--- src/verilog/norm_cfg.svh ---
// Shared widths and codes for the div/sqrt normalize-and-round stage
// Mantissa frame is FP32 sized, FP16 values sit in its upper bits
// Exponent input is signed and biased per the selected format
// Only FP32 and FP16 are covered
`ifndef NORM_CFG_SVH
`define NORM_CFG_SVH

// Input datapath widths
`define NORM_MANT_W 28 // Hidden bit, 23 fraction bits, 4 extra low bits
`define NORM_EXP_W  10 // Signed biased exponent

// Fraction field widths
`define NORM_FRAC32 23
`define NORM_FRAC16 10

// Exponent field widths
`define NORM_EXPF32 8
`define NORM_EXPF16 5

// Rounding modes
`define NORM_RM_W   2
`define NORM_RM_RNE 2'd0 // Nearest, ties to even
`define NORM_RM_RTZ 2'd1 // Truncate
`define NORM_RM_RUP 2'd2 // Toward +inf
`define NORM_RM_RDN 2'd3 // Toward -inf

// Canonical quiet NaN fractions, MSB of fraction set
`define NORM_QNAN32_FRAC 23'h40_0000
`define NORM_QNAN16_FRAC 10'h200

`endif

--- src/verilog/fp_fmt_pkg.sv ---
// Result word layouts for FP32 and boxed FP16
// FP16 results live in the low half of a 32-bit word, upper half all ones
// The union lets one result word be read either way
`default_nettype none

`include "norm_cfg.svh"

package fp_fmt_pkg;

  //////////////////////////////////////////////////
  // Formats
  //////////////////////////////////////////////////

  typedef enum logic {
    FMT_FP32 = 1'b0,
    FMT_FP16 = 1'b1
  } fmt_e;

  // Single precision, 32 bits
  typedef struct packed {
    logic                      sign;
    logic [`NORM_EXPF32-1:0]   exp;
    logic [`NORM_FRAC32-1:0]   frac;
  } fp32_t;

  // Half precision inside a NaN box, 32 bits
  typedef struct packed {
    logic [15:0]               box;  // All ones for a valid box
    logic                      sign;
    logic [`NORM_EXPF16-1:0]   exp;
    logic [`NORM_FRAC16-1:0]   frac;
  } fp16_boxed_t;

  // One result word, decoded per format
  typedef union packed {
    fp32_t       f32;
    fp16_boxed_t f16;
  } result_u;

endpackage

`default_nettype wire

--- src/verilog/fp_op_pkg.sv ---
// Operation inputs, exception flags and internal stage structs
// Operand classes come from the upstream unpacker, already decoded
// The exponent field is signed, biased for the selected format
// Depends on fp_fmt_pkg, compile that first
`default_nettype none

`include "norm_cfg.svh"

package fp_op_pkg;

  // Operand classes from the unpacker
  typedef struct packed {
    logic nan_a;
    logic nan_b;
    logic inf_a;
    logic inf_b;
    logic zero_a;
    logic zero_b;
  } op_class_t;

  typedef enum logic {
    OP_DIV  = 1'b0,
    OP_SQRT = 1'b1
  } op_kind_e;

  // Raw div/sqrt result plus mode bits
  typedef struct packed {
    logic [`NORM_MANT_W-1:0]        mant; // Unrounded, hidden bit at MSB
    logic signed [`NORM_EXP_W-1:0]  exp;
    logic                           sign;
    op_kind_e                       op_kind;
    fp_fmt_pkg::fmt_e               fmt;
    logic                           snan; // Some NaN input was signaling
    logic [`NORM_RM_W-1:0]          rm;
  } norm_in_t;

  // IEEE exception flags, NV at MSB
  typedef struct packed {
    logic nv;
    logic dz;
    logic of;
    logic uf;
    logic nx;
  } fflags_t;

  // Special-case verdict, result already packed
  typedef struct packed {
    logic                hit;
    fp_fmt_pkg::result_u result;
    logic                nv;
    logic                dz;
    logic                of;
  } special_t;

  // Normalized significand ready for rounding
  typedef struct packed {
    logic [`NORM_FRAC32:0]    sig;  // Hidden bit at MSB, FP16 uses top 11
    logic [`NORM_EXPF32-1:0]  exp;
    logic [3:0]               tail; // Guard, round, extra, extra|sticky
    logic                     uf;
    logic                     of;
  } norm_out_t;

endpackage

`default_nettype wire

--- src/verilog/special_case_sel.sv ---
// Special-case selector for div/sqrt results
// Purely combinational, priority as in IEEE div/sqrt corner cases
// NaN results are always the positive canonical quiet NaN
// Inf/x for div raises OF here, kept for compatibility with the datapath
`default_nettype none

`include "norm_cfg.svh"

module special_case_sel (
  input  fp_op_pkg::norm_in_t  op,
  input  fp_op_pkg::op_class_t cls,
  output fp_op_pkg::special_t  spec
);

  localparam logic [1:0] K_ZERO = 2'd0;
  localparam logic [1:0] K_INF  = 2'd1;
  localparam logic [1:0] K_NAN  = 2'd2;

  logic       is_div;
  logic       is_sqrt;
  logic [1:0] kind;      // Kind of special word to build
  logic       res_sign;

  // Build a zero, inf or qNaN word in the selected format
  function automatic fp_fmt_pkg::result_u make_word(input fp_fmt_pkg::fmt_e fmt,
                                                    input logic sign,
                                                    input logic [1:0] k);
    fp_fmt_pkg::result_u w;
    w = '0;
    if (fmt == fp_fmt_pkg::FMT_FP16)
    begin
      w.f16.box  = '1;                                  // NaN boxing
      w.f16.sign = sign;
      w.f16.exp  = (k == K_ZERO) ? '0 : '1;
      w.f16.frac = (k == K_NAN) ? `NORM_QNAN16_FRAC : '0;
    end
    else
    begin
      w.f32.sign = sign;
      w.f32.exp  = (k == K_ZERO) ? '0 : '1;
      w.f32.frac = (k == K_NAN) ? `NORM_QNAN32_FRAC : '0;
    end
    return w;
  endfunction

  assign is_div  = (op.op_kind == fp_op_pkg::OP_DIV);
  assign is_sqrt = (op.op_kind == fp_op_pkg::OP_SQRT);

  //////////////////////////////////////////////////
  // Priority chain
  //////////////////////////////////////////////////

  always_comb
  begin
    spec.hit = 1'b1;    // Cleared only in the fall-through case
    spec.nv  = 1'b0;
    spec.dz  = 1'b0;
    spec.of  = 1'b0;
    kind     = K_NAN;
    res_sign = 1'b0;    // NaN is positive
    if (cls.nan_a || cls.nan_b)
      spec.nv = op.snan;                          // Only sNaN signals
    else if (cls.inf_a && is_div && cls.inf_b)
      spec.nv = 1'b1;                             // inf/inf
    else if (cls.inf_a && is_sqrt && op.sign)
      spec.nv = 1'b1;                             // sqrt(-inf)
    else if (cls.inf_a)
    begin
      kind     = K_INF;
      res_sign = op.sign;
      spec.of  = is_div;                          // sqrt(+inf) is exact
    end
    else if (is_div && cls.inf_b)
    begin
      kind     = K_ZERO;                          // x/inf
      res_sign = op.sign;
      spec.of  = 1'b1;
    end
    else if (cls.zero_a)
    begin
      if (is_div && cls.zero_b)
        spec.nv = 1'b1;                           // 0/0
      else
      begin
        kind     = K_ZERO;
        res_sign = op.sign;
      end
    end
    else if (is_div && cls.zero_b)
    begin
      kind     = K_INF;                           // x/0
      res_sign = op.sign;
      spec.dz  = 1'b1;
    end
    else if (is_sqrt && op.sign)
      spec.nv = 1'b1;                             // sqrt of negative
    else
      spec.hit = 1'b0;                            // Regular number path
    spec.result = make_word(op.fmt, res_sign, kind);
  end

  // Upstream flags a signaling NaN only when some operand is a NaN
  always_comb
  begin
    snan_needs_nan: assert (!op.snan || cls.nan_a || cls.nan_b)
      else $error("snan set without a NaN operand");
  end

endmodule

`default_nettype wire

--- src/verilog/mant_normalize.sv ---
// Mantissa normalizer for the div/sqrt result
// Input mantissa has hidden bit at MSB or one below it (0.1xx case)
// Negative exponents produce denormals by right shift, shift clamps at 31
// FP16 keeps its 11 significant bits at the top, lower bits go to the tail
// A zero mantissa with a small exponent gives an exact zero, no UF
`default_nettype none

`include "norm_cfg.svh"

module mant_normalize (
  input  fp_op_pkg::norm_in_t  op,
  output fp_op_pkg::norm_out_t norm
);

  localparam int SIG_W  = `NORM_FRAC32 + 1;          // 24
  localparam int EXT_W  = SIG_W + 4;                 // Significand plus tail
  localparam int DROP16 = `NORM_FRAC32 - `NORM_FRAC16; // Bits below FP16 lsb
  localparam int RS_W   = 2 * `NORM_MANT_W + 8;      // Room for 31-bit shift
  localparam int RS_PAD = RS_W - `NORM_MANT_W;

  logic [`NORM_MANT_W-1:0]       mant;
  logic signed [`NORM_EXP_W-1:0] exp_in;
  logic signed [`NORM_EXP_W-1:0] exp_max;   // All-ones exponent of format
  logic signed [`NORM_EXP_W-1:0] exp_dec;
  logic                          msb;
  logic                          fp16;
  logic [`NORM_EXP_W-1:0]        rs_full;   // 1 - exp, unsigned
  logic [4:0]                    rs_amt;
  logic [RS_W-1:0]               rs_vec;
  logic [EXT_W-1:0]              sig_ext;   // {sig, tail} in FP32 frame
  logic [`NORM_EXPF32-1:0]       exp_n;
  logic                          uf;
  logic                          of;

  assign mant    = op.mant;
  assign exp_in  = op.exp;
  assign msb     = mant[`NORM_MANT_W-1];
  assign fp16    = (op.fmt == fp_fmt_pkg::FMT_FP16);
  assign exp_max = fp16 ? 10'sd31 : 10'sd255;
  assign exp_dec = exp_in - 10'sd1;

  //////////////////////////////////////////////////
  // Denormal right shift
  //////////////////////////////////////////////////

  assign rs_full = 10'd1 - $unsigned(exp_in);
  assign rs_amt  = (rs_full > 10'd31) ? 5'd31 : rs_full[4:0]; // All sticky past 28
  assign rs_vec  = {mant, {RS_PAD{1'b0}}} >> rs_amt;

  always_comb
  begin
    sig_ext = mant;
    exp_n   = exp_in[`NORM_EXPF32-1:0];
    uf      = 1'b0;
    of      = 1'b0;
    if (exp_in == '0)
    begin
      sig_ext = {1'b0, mant[`NORM_MANT_W-1:2], |mant[1:0]}; // >>1, fold lsb
      exp_n   = '0;
      uf      = |mant;
    end
    else if (exp_in == 10'sd1 && !msb)
    begin
      exp_n = '0;                               // 0.1xx at exp 1, denormal
      uf    = |mant;
    end
    else if (exp_in[`NORM_EXP_W-1])             // Negative exponent
    begin
      sig_ext = {rs_vec[RS_W-1 -: EXT_W-1], |rs_vec[RS_W-EXT_W:0]};
      exp_n   = '0;
      uf      = |mant;
    end
    else if (exp_in > exp_max || (exp_in == exp_max && msb))
    begin
      sig_ext = '0;                             // Overflow, inf forced later
      exp_n   = '1;
      of      = 1'b1;
    end
    else if (!msb)
    begin
      sig_ext = {mant[`NORM_MANT_W-2:0], 1'b0}; // 0.1xx, shift up
      exp_n   = exp_dec[`NORM_EXPF32-1:0];
    end
  end

  //////////////////////////////////////////////////
  // Format alignment
  //////////////////////////////////////////////////

  always_comb
  begin
    norm.exp = exp_n;
    norm.uf  = uf;
    norm.of  = of;
    if (fp16)
    begin
      norm.sig  = {sig_ext[EXT_W-1 -: SIG_W-DROP16], {DROP16{1'b0}}};
      norm.tail = {sig_ext[EXT_W-SIG_W+DROP16-1 -: 3],
                   |sig_ext[EXT_W-SIG_W+DROP16-4:0]}; // Rest is sticky
    end
    else
    begin
      norm.sig  = sig_ext[EXT_W-1:4];
      norm.tail = sig_ext[3:0];
    end
  end

  // Overflow and underflow are exclusive verdicts
  always_comb
  begin
    of_uf_excl: assert (!(norm.of && norm.uf))
      else $error("normalizer flagged both OF and UF");
  end

endmodule

`default_nettype wire

--- src/verilog/round_pack.sv ---
// Rounder, packer and output register
// Rounding overflow to the all-ones exponent gives infinity in every mode
// Denormals rounding up into the hidden bit become the smallest normal
// Data registers hold their value while in_valid is low
// Special-case verdicts override the rounded result and flags
`default_nettype none

`include "norm_cfg.svh"

module round_pack (
  input  logic                    clk,
  input  logic                    rst_n,
  input  logic                    in_valid,
  input  fp_op_pkg::special_t     spec,
  input  fp_op_pkg::norm_out_t    norm,
  input  logic [`NORM_RM_W-1:0]   rm,
  input  fp_fmt_pkg::fmt_e        fmt,
  input  logic                    sign,
  output logic                    out_valid,
  output fp_fmt_pkg::result_u     out_result,
  output fp_op_pkg::fflags_t      out_flags
);

  localparam int SIG_W  = `NORM_FRAC32 + 1;
  localparam int DROP16 = `NORM_FRAC32 - `NORM_FRAC16;

  logic                      fp16;
  logic                      lsb;
  logic                      guard;
  logic                      sticky;
  logic                      inexact;   // Any dropped bit set
  logic                      round_up;
  logic [SIG_W:0]            sig_inc;
  logic [SIG_W:0]            sig_sum;
  logic                      carry;
  logic                      denorm_up; // Denormal rounded into normal range
  logic [SIG_W-1:0]          sig_r;
  logic [`NORM_EXPF32:0]     exp_r;
  logic [`NORM_EXPF32:0]     exp_ones;
  logic                      ovf;
  fp_fmt_pkg::result_u       res_d;
  fp_op_pkg::fflags_t        flags_d;

  assign fp16     = (fmt == fp_fmt_pkg::FMT_FP16);
  assign exp_ones = fp16 ? 9'd31 : 9'd255;

  //////////////////////////////////////////////////
  // Rounding decision
  //////////////////////////////////////////////////

  assign lsb     = fp16 ? norm.sig[DROP16] : norm.sig[0];
  assign guard   = norm.tail[3];
  assign sticky  = |norm.tail[2:0];
  assign inexact = |norm.tail;

  always_comb
  begin
    case (rm)
      `NORM_RM_RNE: round_up = guard && (sticky || lsb); // Ties to even
      `NORM_RM_RTZ: round_up = 1'b0;
      `NORM_RM_RUP: round_up = inexact && !sign;
      `NORM_RM_RDN: round_up = inexact && sign;
      default:      round_up = 1'b0;
    endcase
  end

  // Increment at the lsb of the selected format
  assign sig_inc   = fp16 ? ((SIG_W+1)'(1) << DROP16) : (SIG_W+1)'(1);
  assign sig_sum   = {1'b0, norm.sig} + (round_up ? sig_inc : '0);
  assign carry     = sig_sum[SIG_W];
  assign sig_r     = carry ? sig_sum[SIG_W:1] : sig_sum[SIG_W-1:0];
  assign denorm_up = (norm.exp == '0) && sig_sum[SIG_W-1];
  assign exp_r     = {1'b0, norm.exp} + {8'd0, carry} + {8'd0, denorm_up};
  assign ovf       = norm.of || (exp_r >= exp_ones);

  //////////////////////////////////////////////////
  // Packing and flags
  //////////////////////////////////////////////////

  always_comb
  begin
    res_d = '0;
    if (fp16)
    begin
      res_d.f16.box  = '1;                               // NaN box
      res_d.f16.sign = sign;
      res_d.f16.exp  = ovf ? '1 : exp_r[`NORM_EXPF16-1:0];
      res_d.f16.frac = ovf ? '0 : sig_r[SIG_W-2 -: `NORM_FRAC16];
    end
    else
    begin
      res_d.f32.sign = sign;
      res_d.f32.exp  = ovf ? '1 : exp_r[`NORM_EXPF32-1:0];
      res_d.f32.frac = ovf ? '0 : sig_r[`NORM_FRAC32-1:0];
    end
    flags_d.nv = 1'b0;
    flags_d.dz = 1'b0;
    flags_d.of = ovf;
    flags_d.uf = norm.uf;
    flags_d.nx = inexact || ovf || norm.uf;
    if (spec.hit)
    begin
      res_d      = spec.result;                          // Special wins
      flags_d.nv = spec.nv;
      flags_d.dz = spec.dz;
      flags_d.of = spec.of;
      flags_d.uf = 1'b0;
      flags_d.nx = spec.of;                              // OF implies NX
    end
  end

  //////////////////////////////////////////////////
  // Output register
  //////////////////////////////////////////////////

  always_ff @(posedge clk or negedge rst_n)
  begin
    if (!rst_n)
    begin
      out_valid  <= 1'b0;
      out_result <= '0;
      out_flags  <= '0;
    end
    else
    begin
      out_valid <= in_valid;
      if (in_valid)
      begin
        out_result <= res_d;
        out_flags  <= flags_d;
      end
    end
  end

  // A result never appears without an accepted item the cycle before
  valid_follows_in: assert property (@(posedge clk) disable iff (!rst_n)
    $rose(out_valid) |-> $past(in_valid))
    else $error("out_valid rose without in_valid one cycle earlier");

endmodule

`default_nettype wire

--- src/verilog/norm_round_top.sv ---
// Normalize-and-round stage for an iterative FP div/sqrt unit
// One register stage, one item per cycle, no back-pressure
// Result appears exactly one clock after in_valid is sampled high
// FP32 and FP16 only, FP16 results NaN boxed to 32 bits
`default_nettype none

module norm_round_top (
  input  logic                  clk,
  input  logic                  rst_n,
  input  logic                  in_valid,
  input  fp_op_pkg::norm_in_t   in_op,
  input  fp_op_pkg::op_class_t  in_class,
  output logic                  out_valid,
  output fp_fmt_pkg::result_u   out_result,
  output fp_op_pkg::fflags_t    out_flags
);

  fp_op_pkg::special_t  spec; // Special-case verdict
  fp_op_pkg::norm_out_t norm; // Aligned significand and exponent

  special_case_sel u_special (
    .op   (in_op),
    .cls  (in_class),
    .spec (spec)
  );

  mant_normalize u_norm (
    .op   (in_op),
    .norm (norm)
  );

  // Rounds, picks special or numeric result, registers outputs
  round_pack u_round (
    .clk        (clk),
    .rst_n      (rst_n),
    .in_valid   (in_valid),
    .spec       (spec),
    .norm       (norm),
    .rm         (in_op.rm),
    .fmt        (in_op.fmt),
    .sign       (in_op.sign),
    .out_valid  (out_valid),
    .out_result (out_result),
    .out_flags  (out_flags)
  );

endmodule

`default_nettype wire

--- config.mk ---
export PLATFORM = sky130hd
export DESIGN_NAME = norm_round_top
export DESIGN_NICKNAME = d
export VERILOG_FILES = /design/src/verilog/fp_fmt_pkg.sv /design/src/verilog/fp_op_pkg.sv /design/src/verilog/special_case_sel.sv /design/src/verilog/mant_normalize.sv /design/src/verilog/round_pack.sv /design/src/verilog/norm_round_top.sv
export VERILOG_INCLUDE_DIRS = /design/src /design/src/verilog
export SDC_FILE = /design/constraint.sdc
export NUM_CORES = 1
export LEC_CHECK = 0
export CORE_ASPECT_RATIO = 2
export CORE_MARGIN = 3
export CORE_UTILIZATION = 55
export CTS_BUF_LIST = sky130_fd_sc_hd__clkbuf_16
export CTS_CLUSTER_DIAMETER = 40
export DETAILED_ROUTE_END_ITERATION = 8
export DONT_BUFFER_PORTS = 1
export PLACE_DENSITY = 0.7
export SLEW_MARGIN = 20
export SYNTH_ARGS = -nofsm -noshare
export SYNTH_HDL_FRONTEND = slang
export SYNTH_SLANG_ARGS = --single-unit
--- constraint.sdc ---
create_clock -name clk -period 1.6 [get_ports clk]
set_input_delay 0.32 -clock clk [delete_from_list [all_inputs] [get_ports clk]]
set_output_delay 0.32 -clock clk [all_outputs]
set_load 0.01 [all_outputs]
==> results.cfg, run 1 <==
[synthesis]
synth_mux_area_share_pct = 8.66
ys_types = 98
avgSynthCellArea_um2 = 7.10
syn-cell-area_um2 = 7860
synth_top_family_by_area = compound AO/OA/AOI/OAI gates
synth-compound-area-share_pct = 37.0
synth-seq-cells = 38
ys.flop_type = dfrtp_1
syn-num-nets = 1178
async_flop_share_pct = 100
yosysSeqAreaShare_pct = 12.1
synth-simple-area-share_pct = 29.4
yosys_warnings = 0
synth-edff-count = 0
synth-adder-area-share_pct = 2.96
synth_cells = 1107
synthXorXnorAreaFrac_pct = 2.78

[clock_network]
cts_buffer_depth = 2
clock_sinks = 38
cts_max_level = 2
cts_buffers = 5
root_buffer = clkbuf_16

[outcome]
error_line = [ERROR GRT-0116] Global routing finished with congestion. Check the congestion regions in the DRC Viewer.
failed_stage = 5_1_grt
status = stopped before the end

[global_routing]
grt_pass1_vias = 15226
grt_pass1_wl_um = 100000
grtUsageTotal_pct = 79.3
grt_max_degree = 67
grt.overflow.total = 362

[placed_design]
dpl.hpwl_um = 34000
place_congestion = 1.16
post-place-ws_ps = -6430
io_buffers = 0

[floorplan]
start_util_pct = 56.3
ios = 91
die_x_um = 90.5
row_count = 61
fp.dieH_um = 175
==> stage by stage <==
| step | utilization (%) | hold slack (ps) | instance area [um2] | std cells |
|---|---|---|---|---|
| global placement | 76.8 | 25.1 | 10700 | 1562 |
| CTS | 85.2 | 62.9 | 11900 | 1635 |
| detailed placement | 76.8 | 25.2 | 10700 | 1562 |
| floorplan | - | 24.4 | 8220 | 1107 |
==> Yosys cell counts, drive strengths merged (13+ instances only) <==
cell    count  area share [%]
and2       15             1.2
o31ai      26             2.7
dfrtp      38              12
ha         17             2.7
nand3      49             3.2
nand4      27             2.3
o21ai      64             4.1
nor2b      19             1.5
nor2       88             4.3
clkbuf     65             3.1
inv        28             1.3
a211oi     20             2.1
and3       20             1.6
nor4       29             2.8
a31oi      16             1.4
xor2       13             1.4
mux2i      41             5.2
a21oi      83             5.3
nand2      96             4.6
o211ai     25             2.4
buf        37             2.6
a22oi      13             1.2
nor3       41             2.9
==> layer usage <==
layer	track usage (%)	GRT overflow
met1	75.2	3
met3	59.4	0
met4	85.9	114
met2	102	245
met5	12.8	0
==> timing repair <==
action                                  in CTS
gates cloned                                 1
endpoints found under the setup margin      34
hold endpoints to repair                    38
pin swaps                                   49
gates resized for setup                     99
hold buffers                                 2
setup buffers                               67
==> logic make-up after synthesis <==
logic type | Yosys count
fa+ha+maj | 18
buf+inv | 132
mux | 58
flops | 38
xor+xnor | 25
simple gates | 436
compound gates | 400
==> inputs of run 2 (changes only) <==
--- a/config.mk
+++ b/config.mk
@@ -6,14 +6,11 @@
 export SDC_FILE = /design/constraint.sdc
 export NUM_CORES = 1
 export LEC_CHECK = 0
-export CORE_ASPECT_RATIO = 2
 export CORE_MARGIN = 3
-export CORE_UTILIZATION = 55
-export CTS_BUF_LIST = sky130_fd_sc_hd__clkbuf_16
-export CTS_CLUSTER_DIAMETER = 40
+export CORE_UTILIZATION = 40
 export DETAILED_ROUTE_END_ITERATION = 8
 export DONT_BUFFER_PORTS = 1
-export PLACE_DENSITY = 0.7
+export PLACE_DENSITY_LB_ADDON = 0.15
 export SLEW_MARGIN = 20
 export SYNTH_ARGS = -nofsm -noshare
 export SYNTH_HDL_FRONTEND = slang
==> results.cfg, run 2 <==
[outcome]
status = complete, but fails checks
violations = negative setup slack

[floorplan]
ios = 91
row_count = 50
start_util_pct = 41.3
die_x_um = 146
fp.dieH_um = 146
core_um2 = 19000
dieArea_um2 = 21400

[placed_design]
io_buffers = 0
placedInstanceArea_um2 = 10800
dp_cells = 1628
dpl.hpwl_um = 33700
place_congestion = 1.05

[synthesis]
syn-num-nets = 1178
ys.flop_type = dfrtp_1
async_flop_share_pct = 100
synth.most_common_cell = nand2_1
netlist.area_leader.share_pct = 12.1
synth-seq-cells = 38
synth-edff-count = 0
synth_cells = 1107
avgSynthCellArea_um2 = 7.10
syn-cell-area_um2 = 7860
synth_area_leaders = dfrtp_1 (12%), a21oi_1 (5.3%), mux2i_1 (5.2%)
ys_types = 98
yosysTopAreaCell = dfrtp_1
yosys_warnings = 0
yosysSeqAreaShare_pct = 12.1
synth.top_cells.by_count = nand2_1 (96), nor2_1 (86), a21oi_1 (83)

[layout]
drive_above_1_share_pct = 43.9
reg_top3 = u_round.out_result: 32 flops, u_round.out_flags: 5 flops, u_round.out_valid: 1 flops
nNetsFinal = 1530
multi_input_area_um2 = 7390
post-route-util_pct = 66.1
final_cells = 1720
top_register = u_round.out_result
layout_commonest_cell = buf_4
fin_area_um2 = 12600
diodes = 0
seqCellArea_um2 = 951
area_delta_synth_final_pct = 59.9
largest_reg_flops = 32
mostFrequentLayoutCells = buf_4 (407), nand2_1 (92), nor2_1 (80)
fillCellCount = 1657

[setup_path]
cp-end-kind = flip-flop
crit_path_top_delay_cell = or4b_4
setup.worst_path.end = u_round.out_result[8]
start_kind = primary input
reg2reg_depth = 2
cpPeakStageDelay_ps = 490
startpoint = in_op[7]
cp_max_fo = 66
required_ps = 1800
timing.rr.start = u_round.out_result[2]
worstPathArrival_ps = 7790
cp_common_cell = buf_4
reg2reg_setup_slack_ps = 600
path_class = primary input to flip-flop
rr_endpoint = u_round.out_result[2]

[global_routing]
grt.overflow.total = 0
grt_pass1_wl_um = 67400
grt_max_degree = 67
grt_pass1_vias = 11053
grtUsageTotal_pct = 40.4
antenna_found_initial = 0

[clock_network]
cts_tree = yes
clk_latency_ps = 270
cts_buffer_depth = 2
root_buffer = clkbuf_16
cts_max_level = 2
clock_sinks = 38
path_clk_slew_ps = 60
cts_buffers = 5

[detailed_routing]
vias_per_cell = 6.66
vias = 11455
drt_first_iter_violations = 1466
wl_met3_um = 5480
wl_met1_um = 18500
drc = 0
drtPass1Iterations = 6
routed_wl_um = 45700
top_layer = met4
ant_nets = 0
met2_length_um = 19600
post_drt_wl_per_cell_um = 26.5

[sta]
fin_crit_ps = 7590
timing.slew.headroom_pct = 44.5
rsz0062_at_grt = yes
finalHoldViolCount = 0
setup_ws_ps = -5990
fin_skew_ps = 0
setup-violations-final = 34
tightestPinTransition_ps = 812
fmax_mhz = 132
drv_slew = 0
fin_tns_setup_ps = -194010
finalCritPeriodShare_pct = 474

[power_and_ir_drop]
p_leak_nw = 5.23
total_power_w = 0.00473
irDropWorstVdd_uv = 431
p_per_area_nw_per_um2 = 376

[hold_path]
holdCritStartpoint = in_valid
hp-class = primary input to flip-flop

[flow_run]
max_cap_viol_count = 0
-- run 2: worst min-delay path by stage --
stage	to	depth (start not counted)
2_1_floorplan	u_round.out_flags[0]	0
3_3_place_gp	u_round.out_flags[4]	0
3_5_place_dp	u_round.out_flags[3]	0
4_1_cts	u_round.out_valid	0
5_1_grt	u_round.out_valid	0
6_report	u_round.out_valid	0
-- run 2: repair_timing --
| item | CTS | global route |
|---|---|---|
| hold buffers | 2 | 0 |
| cloned | 1 | 0 |
| endpoints found under the setup margin | 34 | 34 |
| pin swaps | 68 | 27 |
| resized for setup | 138 | 53 |
| endpoints found under the hold margin | 38 | 0 |
| setup buffers | 87 | 16 |
-- run 2: kinds of logic after synthesis --
| group | after synthesis | synth area share [%] |
|---|---|---|
| flip-flops | 38 | 12.1 |
| AO/OA/AOI/OAI | 400 | 37.0 |
| buffers and inverters | 132 | 7.10 |
| XOR/XNOR | 25 | 2.78 |
| AND/OR/NAND/NOR | 436 | 29.4 |
| adder cells (fa/ha/maj) | 18 | 2.96 |
| multiplexers | 58 | 8.66 |
-- run 2: layer usage --
metal | up-vias | global-route usage (%)
met1 | 5530 | 54.4
met2 | 763 | 61.2
met5 | - | 0
met4 | 0 | 15.4
li1 | 5014 | -
met3 | 148 | 11.6
-- run 2: worst max-delay path, delay by kind of cell --
kind	cells	cell delay (ps)
AO/OA/AOI/OAI	13	2680
XOR/XNOR	1	290
adder cells (fa/ha/maj)	4	1010
buffers and inverters	6	740
multiplexers	1	150
AND/OR/NAND/NOR	13	2560
-- run 2: power by group --
part | internal [W] | switching (W)
Clock | 0.000617 | 0.000379
Sequential | 0.00101 | 0.0000712
Combinational | 0.00129 | 0.00136
Total | 0.00292 | 0.00181
-- run 2: final cells by class --
| class | count | area share, % |
|---|---|---|
| Clock inverter | 2 | 0.0995 |
| Timing Repair Buffer | 447 | 28.7 |
| Tap cell | 260 | 2.59 |
| Clock buffer | 6 | 1.10 |
| Sequential cell | 38 | 7.56 |
| Inverter | 30 | 1.20 |
| Multi-Input combinational cell | 937 | 58.8 |
-- run 2: per-stage QoR --
step	hold slack, ps	setup slack [ps]
finish	73.6	-5990
global route	61.0	-6300
CTS	68.7	-5630
floorplan	24.4	-6090
global placement	25.1	-6500
detailed placement	25.0	-6550
Note: power is estimated with default switching activity, not from simulation.
==> inputs of run 3 (changes only) <==
==> constraint.sdc (replaced) <==
create_clock -name clk -period 1.6 [get_ports clk]
set_input_delay 0.08 -clock clk [delete_from_list [all_inputs] [get_ports clk]]
set_output_delay 0.08 -clock clk [all_outputs]
set_load 0.01 [all_outputs]
==> results.cfg, run 3 (same netlist as run 2, synthesis figures left out) <==
[outcome]
status = complete, but fails checks
violations = negative setup slack

[placed_design]
placedInstanceArea_um2 = 10800
io_buffers = 0
dp_cells = 1631
post-place-ws_ps = -6120
dpl.hpwl_um = 33200
place_congestion = 1.03

[setup_path]
reg2reg_setup_slack_ps = 620
crit_path_top_delay_cell = or4b_4
cp_top_family = simple AND/OR/NAND/NOR gates
cpPeakStageDelay_ps = 500
timing.rr.start = u_round.out_result[2]
start_kind = primary input
reg2reg_depth = 2
rr_endpoint = u_round.out_result[2]
worstPathArrival_ps = 7700
cp_max_fo = 66
path_class = primary input to flip-flop
required_ps = 1790
critPathBufInv = 8
cp-end-kind = flip-flop

[hold_path]
hold_path_depth = 2
holdCritStartpoint = in_op[3]
hp-class = primary input to flip-flop
holdPathEnd = u_round.out_result[14]

[detailed_routing]
drtPass1Iterations = 5
drc = 0
post_drt_wl_per_cell_um = 26.3
vias = 11509
ant_nets = 0
vias_per_cell = 6.72
drt_first_iter_violations = 1357
routed_wl_um = 45100

[floorplan]
fp.dieH_um = 146
start_util_pct = 41.3
dieArea_um2 = 21400
row_count = 50
core_um2 = 19000
ios = 91
die_x_um = 146

[clock_network]
cts_buffer_depth = 2
clock_sinks = 38
path_clk_slew_ps = 60
clk_latency_ps = 280
cts_max_level = 2
root_buffer = clkbuf_16
cts_buffers = 5
cts_tree = yes

[sta]
fmax_mhz = 133
finalHoldViolCount = 0
setup_ws_ps = -5920
setup-violations-final = 35
fin_skew_ps = 0
fin_crit_ps = 7520
drv_slew = 0
fin_tns_setup_ps = -190360
whs_ps = 1.28
finalCritPeriodShare_pct = 470
rsz0062_at_grt = yes
tightestPinTransition_ps = 1130
timing.slew.headroom_pct = 24.3

[layout]
mostFrequentLayoutCells = buf_4 (390), nand2_1 (91), nor2_1 (77)
final_cells = 1713
reg_top3 = u_round.out_result: 32 flops, u_round.out_flags: 5 flops, u_round.out_valid: 1 flops
area_delta_synth_final_pct = 58.5
nNetsFinal = 1522
top_register = u_round.out_result
drive_above_1_share_pct = 43.4
layout_commonest_cell = buf_4
largest_reg_flops = 32
fin_area_um2 = 12500

[global_routing]
grt_max_degree = 67
grt_pass1_vias = 10843
grt_pass1_wl_um = 66900
antenna_found_initial = 1
grtUsageTotal_pct = 39.6
grt.overflow.total = 0

[power_and_ir_drop]
p_leak_nw = 5.19
p_per_area_nw_per_um2 = 365
irDropWorstVdd_uv = 415

[flow_run]
max_cap_viol_count = 0
## run 3: changes by cell type in the layout (fill, tap and decap cells not counted), moves of 4 or more
cell / change
buf_4: -17
buf_6: +7
buf_12: -4
o31ai_4: -4
## run 3: routing by layer
metal / vias up / GRT usage, % / part of all wire [%]
li1: 5005 / - / -
met5: - / 0 / 0
met2: 810 / 60.6 / 43
met4: 0 / 13.6 / 4.4
met3: 155 / 9.90 / 12
met1: 5539 / 54.4 / 40
## run 3: report_power, final
part | total [W] | switching (W) | internal (W) | leakage, nW
clock | 0.000988 | 0.000370 | 0.000617 | 0.0739
sequential | 0.00108 | 0.0000702 | 0.00101 | 0.457
combinational | 0.00247 | 0.00130 | 0.00117 | 4.66
## run 3: metrics by stage
step / util [%] / power, W
finish: 65.5 / 0.00454
global placement: 56.9 / 0.00311
global route: 65.5 / 0.00473
CTS: 62.6 / 0.00432
detailed placement: 56.9 / 0.00311
floorplan: - / 0.00232
## run 3: layout make-up
| type | count | area (um2) |
|---|---|---|
| Antenna cell | 1 | 2.50 |
| Clock buffer | 7 | 143 |
| Clock inverter | 1 | 5.00 |
| Fill cell | 1653 | 6560 |
| Inverter | 30 | 165 |
| Multi-Input combinational cell | 937 | 7310 |
| Sequential cell | 38 | 951 |
| Tap cell | 260 | 325 |
| Timing Repair Buffer | 439 | 3570 |
## run 3: worst max path at each step
| stage | slack, ps | from | endpoint | cells past startpoint |
|---|---|---|---|---|
| 2_1_floorplan | -5850 | in_op[7] | u_round.out_result[10] | 40 |
| 3_3_place_gp | -5980 | in_op[8] | u_round.out_result[2] | 40 |
| 3_5_place_dp | -6120 | in_op[8] | u_round.out_result[2] | 38 |
| 4_1_cts | -5550 | in_op[7] | u_round.out_result[2] | 37 |
| 5_1_grt | -6210 | in_op[7] | u_round.out_result[5] | 41 |
| 6_report | -5920 | in_op[7] | u_round.out_result[5] | 40 |
## run 3: timing repair
| action | CTS | global route |
|---|---|---|
| buffers inserted | 69 | 21 |
| cloned | 0 | 1 |
| endpoints found under the hold margin | 63 | 0 |
| pin swaps | 62 | 64 |
| resized for setup | 105 | 94 |
| hold buffers | 4 | 0 |
| endpoints found under the setup margin | 34 | 34 |
## run 3: worst register-to-register path, stage by stage, from the launching register on
cell	delay, ps
dfrtp_1	410
nor2b_1	150
a311o_1	310
==> inputs of run 4 (changes only) <==
--- a/config.mk
+++ b/config.mk
@@ -7,10 +7,11 @@
 export NUM_CORES = 1
 export LEC_CHECK = 0
 export CORE_MARGIN = 3
-export CORE_UTILIZATION = 40
+export CORE_UTILIZATION = 45
 export DETAILED_ROUTE_END_ITERATION = 8
 export DONT_BUFFER_PORTS = 1
 export PLACE_DENSITY_LB_ADDON = 0.15
+export SKIP_LAST_GASP = 1
 export SLEW_MARGIN = 20
 export SYNTH_ARGS = -nofsm -noshare
 export SYNTH_HDL_FRONTEND = slang
==> results.cfg, run 4 (same netlist as run 2, synthesis figures left out) <==
[sta]
rsz0062_at_grt = yes
fmax_mhz = 133
tightestPinTransition_ps = 1110
setup_ws_ps = -5920
setup-violations-final = 34
finalCritPeriodShare_pct = 470
fin_crit_ps = 7520
drv_slew = 0
timing.slew.headroom_pct = 25.9
fin_skew_ps = 0
fin_tns_setup_ps = -188930
finalHoldViolCount = 0

[setup_path]
startpoint = in_op[7]
cp-end-kind = flip-flop
crit_path_top_delay_cell = or4b_4
cp_max_fo = 66
required_ps = 1760
path_class = primary input to flip-flop
worstPathArrival_ps = 7680
start_kind = primary input
timing.rr.start = u_round.out_result[2]
cpPeakStageDelay_ps = 480

[layout]
drive_above_1_share_pct = 41.7
top_register = u_round.out_result
layout_commonest_cell = buf_4
nNetsFinal = 1487
post-route-util_pct = 71.6
diodes = 0
reg_top3 = u_round.out_result: 32 flops, u_round.out_flags: 5 flops, u_round.out_valid: 1 flops
area_delta_synth_final_pct = 53.2
largest_reg_flops = 32
mostFrequentLayoutCells = buf_4 (379), nand2_1 (91), nor2_1 (79)

[global_routing]
grt_pass1_wl_um = 65800
antenna_found_initial = 0
grt_pass1_vias = 10938
grt.overflow.total = 0
grtUsageTotal_pct = 43.1
grt_max_degree = 67

[placed_design]
dpl.hpwl_um = 32200
io_buffers = 0
place_congestion = 1.07

[clock_network]
cts_buffers = 5
root_buffer = clkbuf_16
path_clk_slew_ps = 50
cts_max_level = 2
cts_buffer_depth = 2
clk_latency_ps = 280
cts_tree = yes
clock_sinks = 38

[detailed_routing]
ant_nets = 0
vias = 11487
drtPass1Iterations = 5
vias_per_cell = 7.02
post_drt_wl_per_cell_um = 26.7
drt_first_iter_violations = 1733
drc = 0
routed_wl_um = 43700

[outcome]
violations = negative setup slack
status = complete, but fails checks

[power_and_ir_drop]
p_leak_nw = 4.96
p_per_area_nw_per_um2 = 382
irDropWorstVdd_uv = 603

[flow_run]
max_cap_viol_count = 0

[floorplan]
row_count = 47
die_x_um = 138
dieArea_um2 = 19100
fp.dieH_um = 138
ios = 91
core_um2 = 16800
start_util_pct = 46.7

[hold_path]
hp-class = primary input to flip-flop
holdCritStartpoint = in_valid
-- run 4: final timing paths --
kind | slack [ps] | cells after the start | to
setup / recovery | -5920 | 37 | u_round.out_result[2]
hold / removal | 3 | 2 | u_round.out_result[20]
setup reg to reg | 620 | 2 | u_round.out_result[2]
hold reg to reg | 560 | 1 | u_round.out_flags[3]
max in group asynchronous | 1140 | 2 | u_round.out_result[20]
min in group asynchronous | 260 | 2 | u_round.out_flags[3]
-- run 4: area by class of cell --
class	count	area [um2]
multi-input cells	937	7310
fillers	1367	4770
repair buffers	404	3190
flip-flops and latches	38	951
well taps	220	275
inverters	30	151
clock buffers	6	139
clock inverters	1	30.0
-- run 4: critical path: cells and delay by family --
family	cells	cell delay (ps)
compound gates	13	3190
simple gates	13	2160
fa+ha+maj	4	1130
buf+inv	5	650
xor+xnor	1	270
mux	1	160
-- run 4: power breakdown --
group          switching (W)  internal, W  total [W]
combinational        0.00126      0.00110    0.00236
sequential         0.0000655      0.00101    0.00108
clock               0.000398     0.000770    0.00117
-- run 4: layer usage --
layer | up-vias | GRT usage [%] | share of wire, %
li1 | 4947 | - | -
met1 | 5427 | 59.3 | 39
met2 | 950 | 62.1 | 41
met3 | 163 | 14.3 | 15
met4 | 0 | 17.2 | 4.6
met5 | - | 0 | 0
-- run 4: stage by stage --
step	cells	power, W	hold slack, ps	worst slack [ps]	instance area, um2
6_report	1636	0.00460	3.43	-5920	12000
5_1_grt	1636	0.00476	19.5	-6090	12000
4_1_cts	1618	0.00439	5.63	-5400	11600
3_5_place_dp	1570	0.00303	-215	-6130	10600
3_3_place_gp	1570	0.00302	-215	-6050	10600
2_1_floorplan	1107	0.00232	-216	-5850	8220
-- run 4: repair_timing --
action | in CTS | in global routing
setup endpoints to repair | 34 | 34
hold buffers | 5 | 0
cloned | 1 | 0
resized for setup | 101 | 59
hold endpoints to repair | 61 | 0
pin swaps | 42 | 29
buffers inserted | 35 | 20
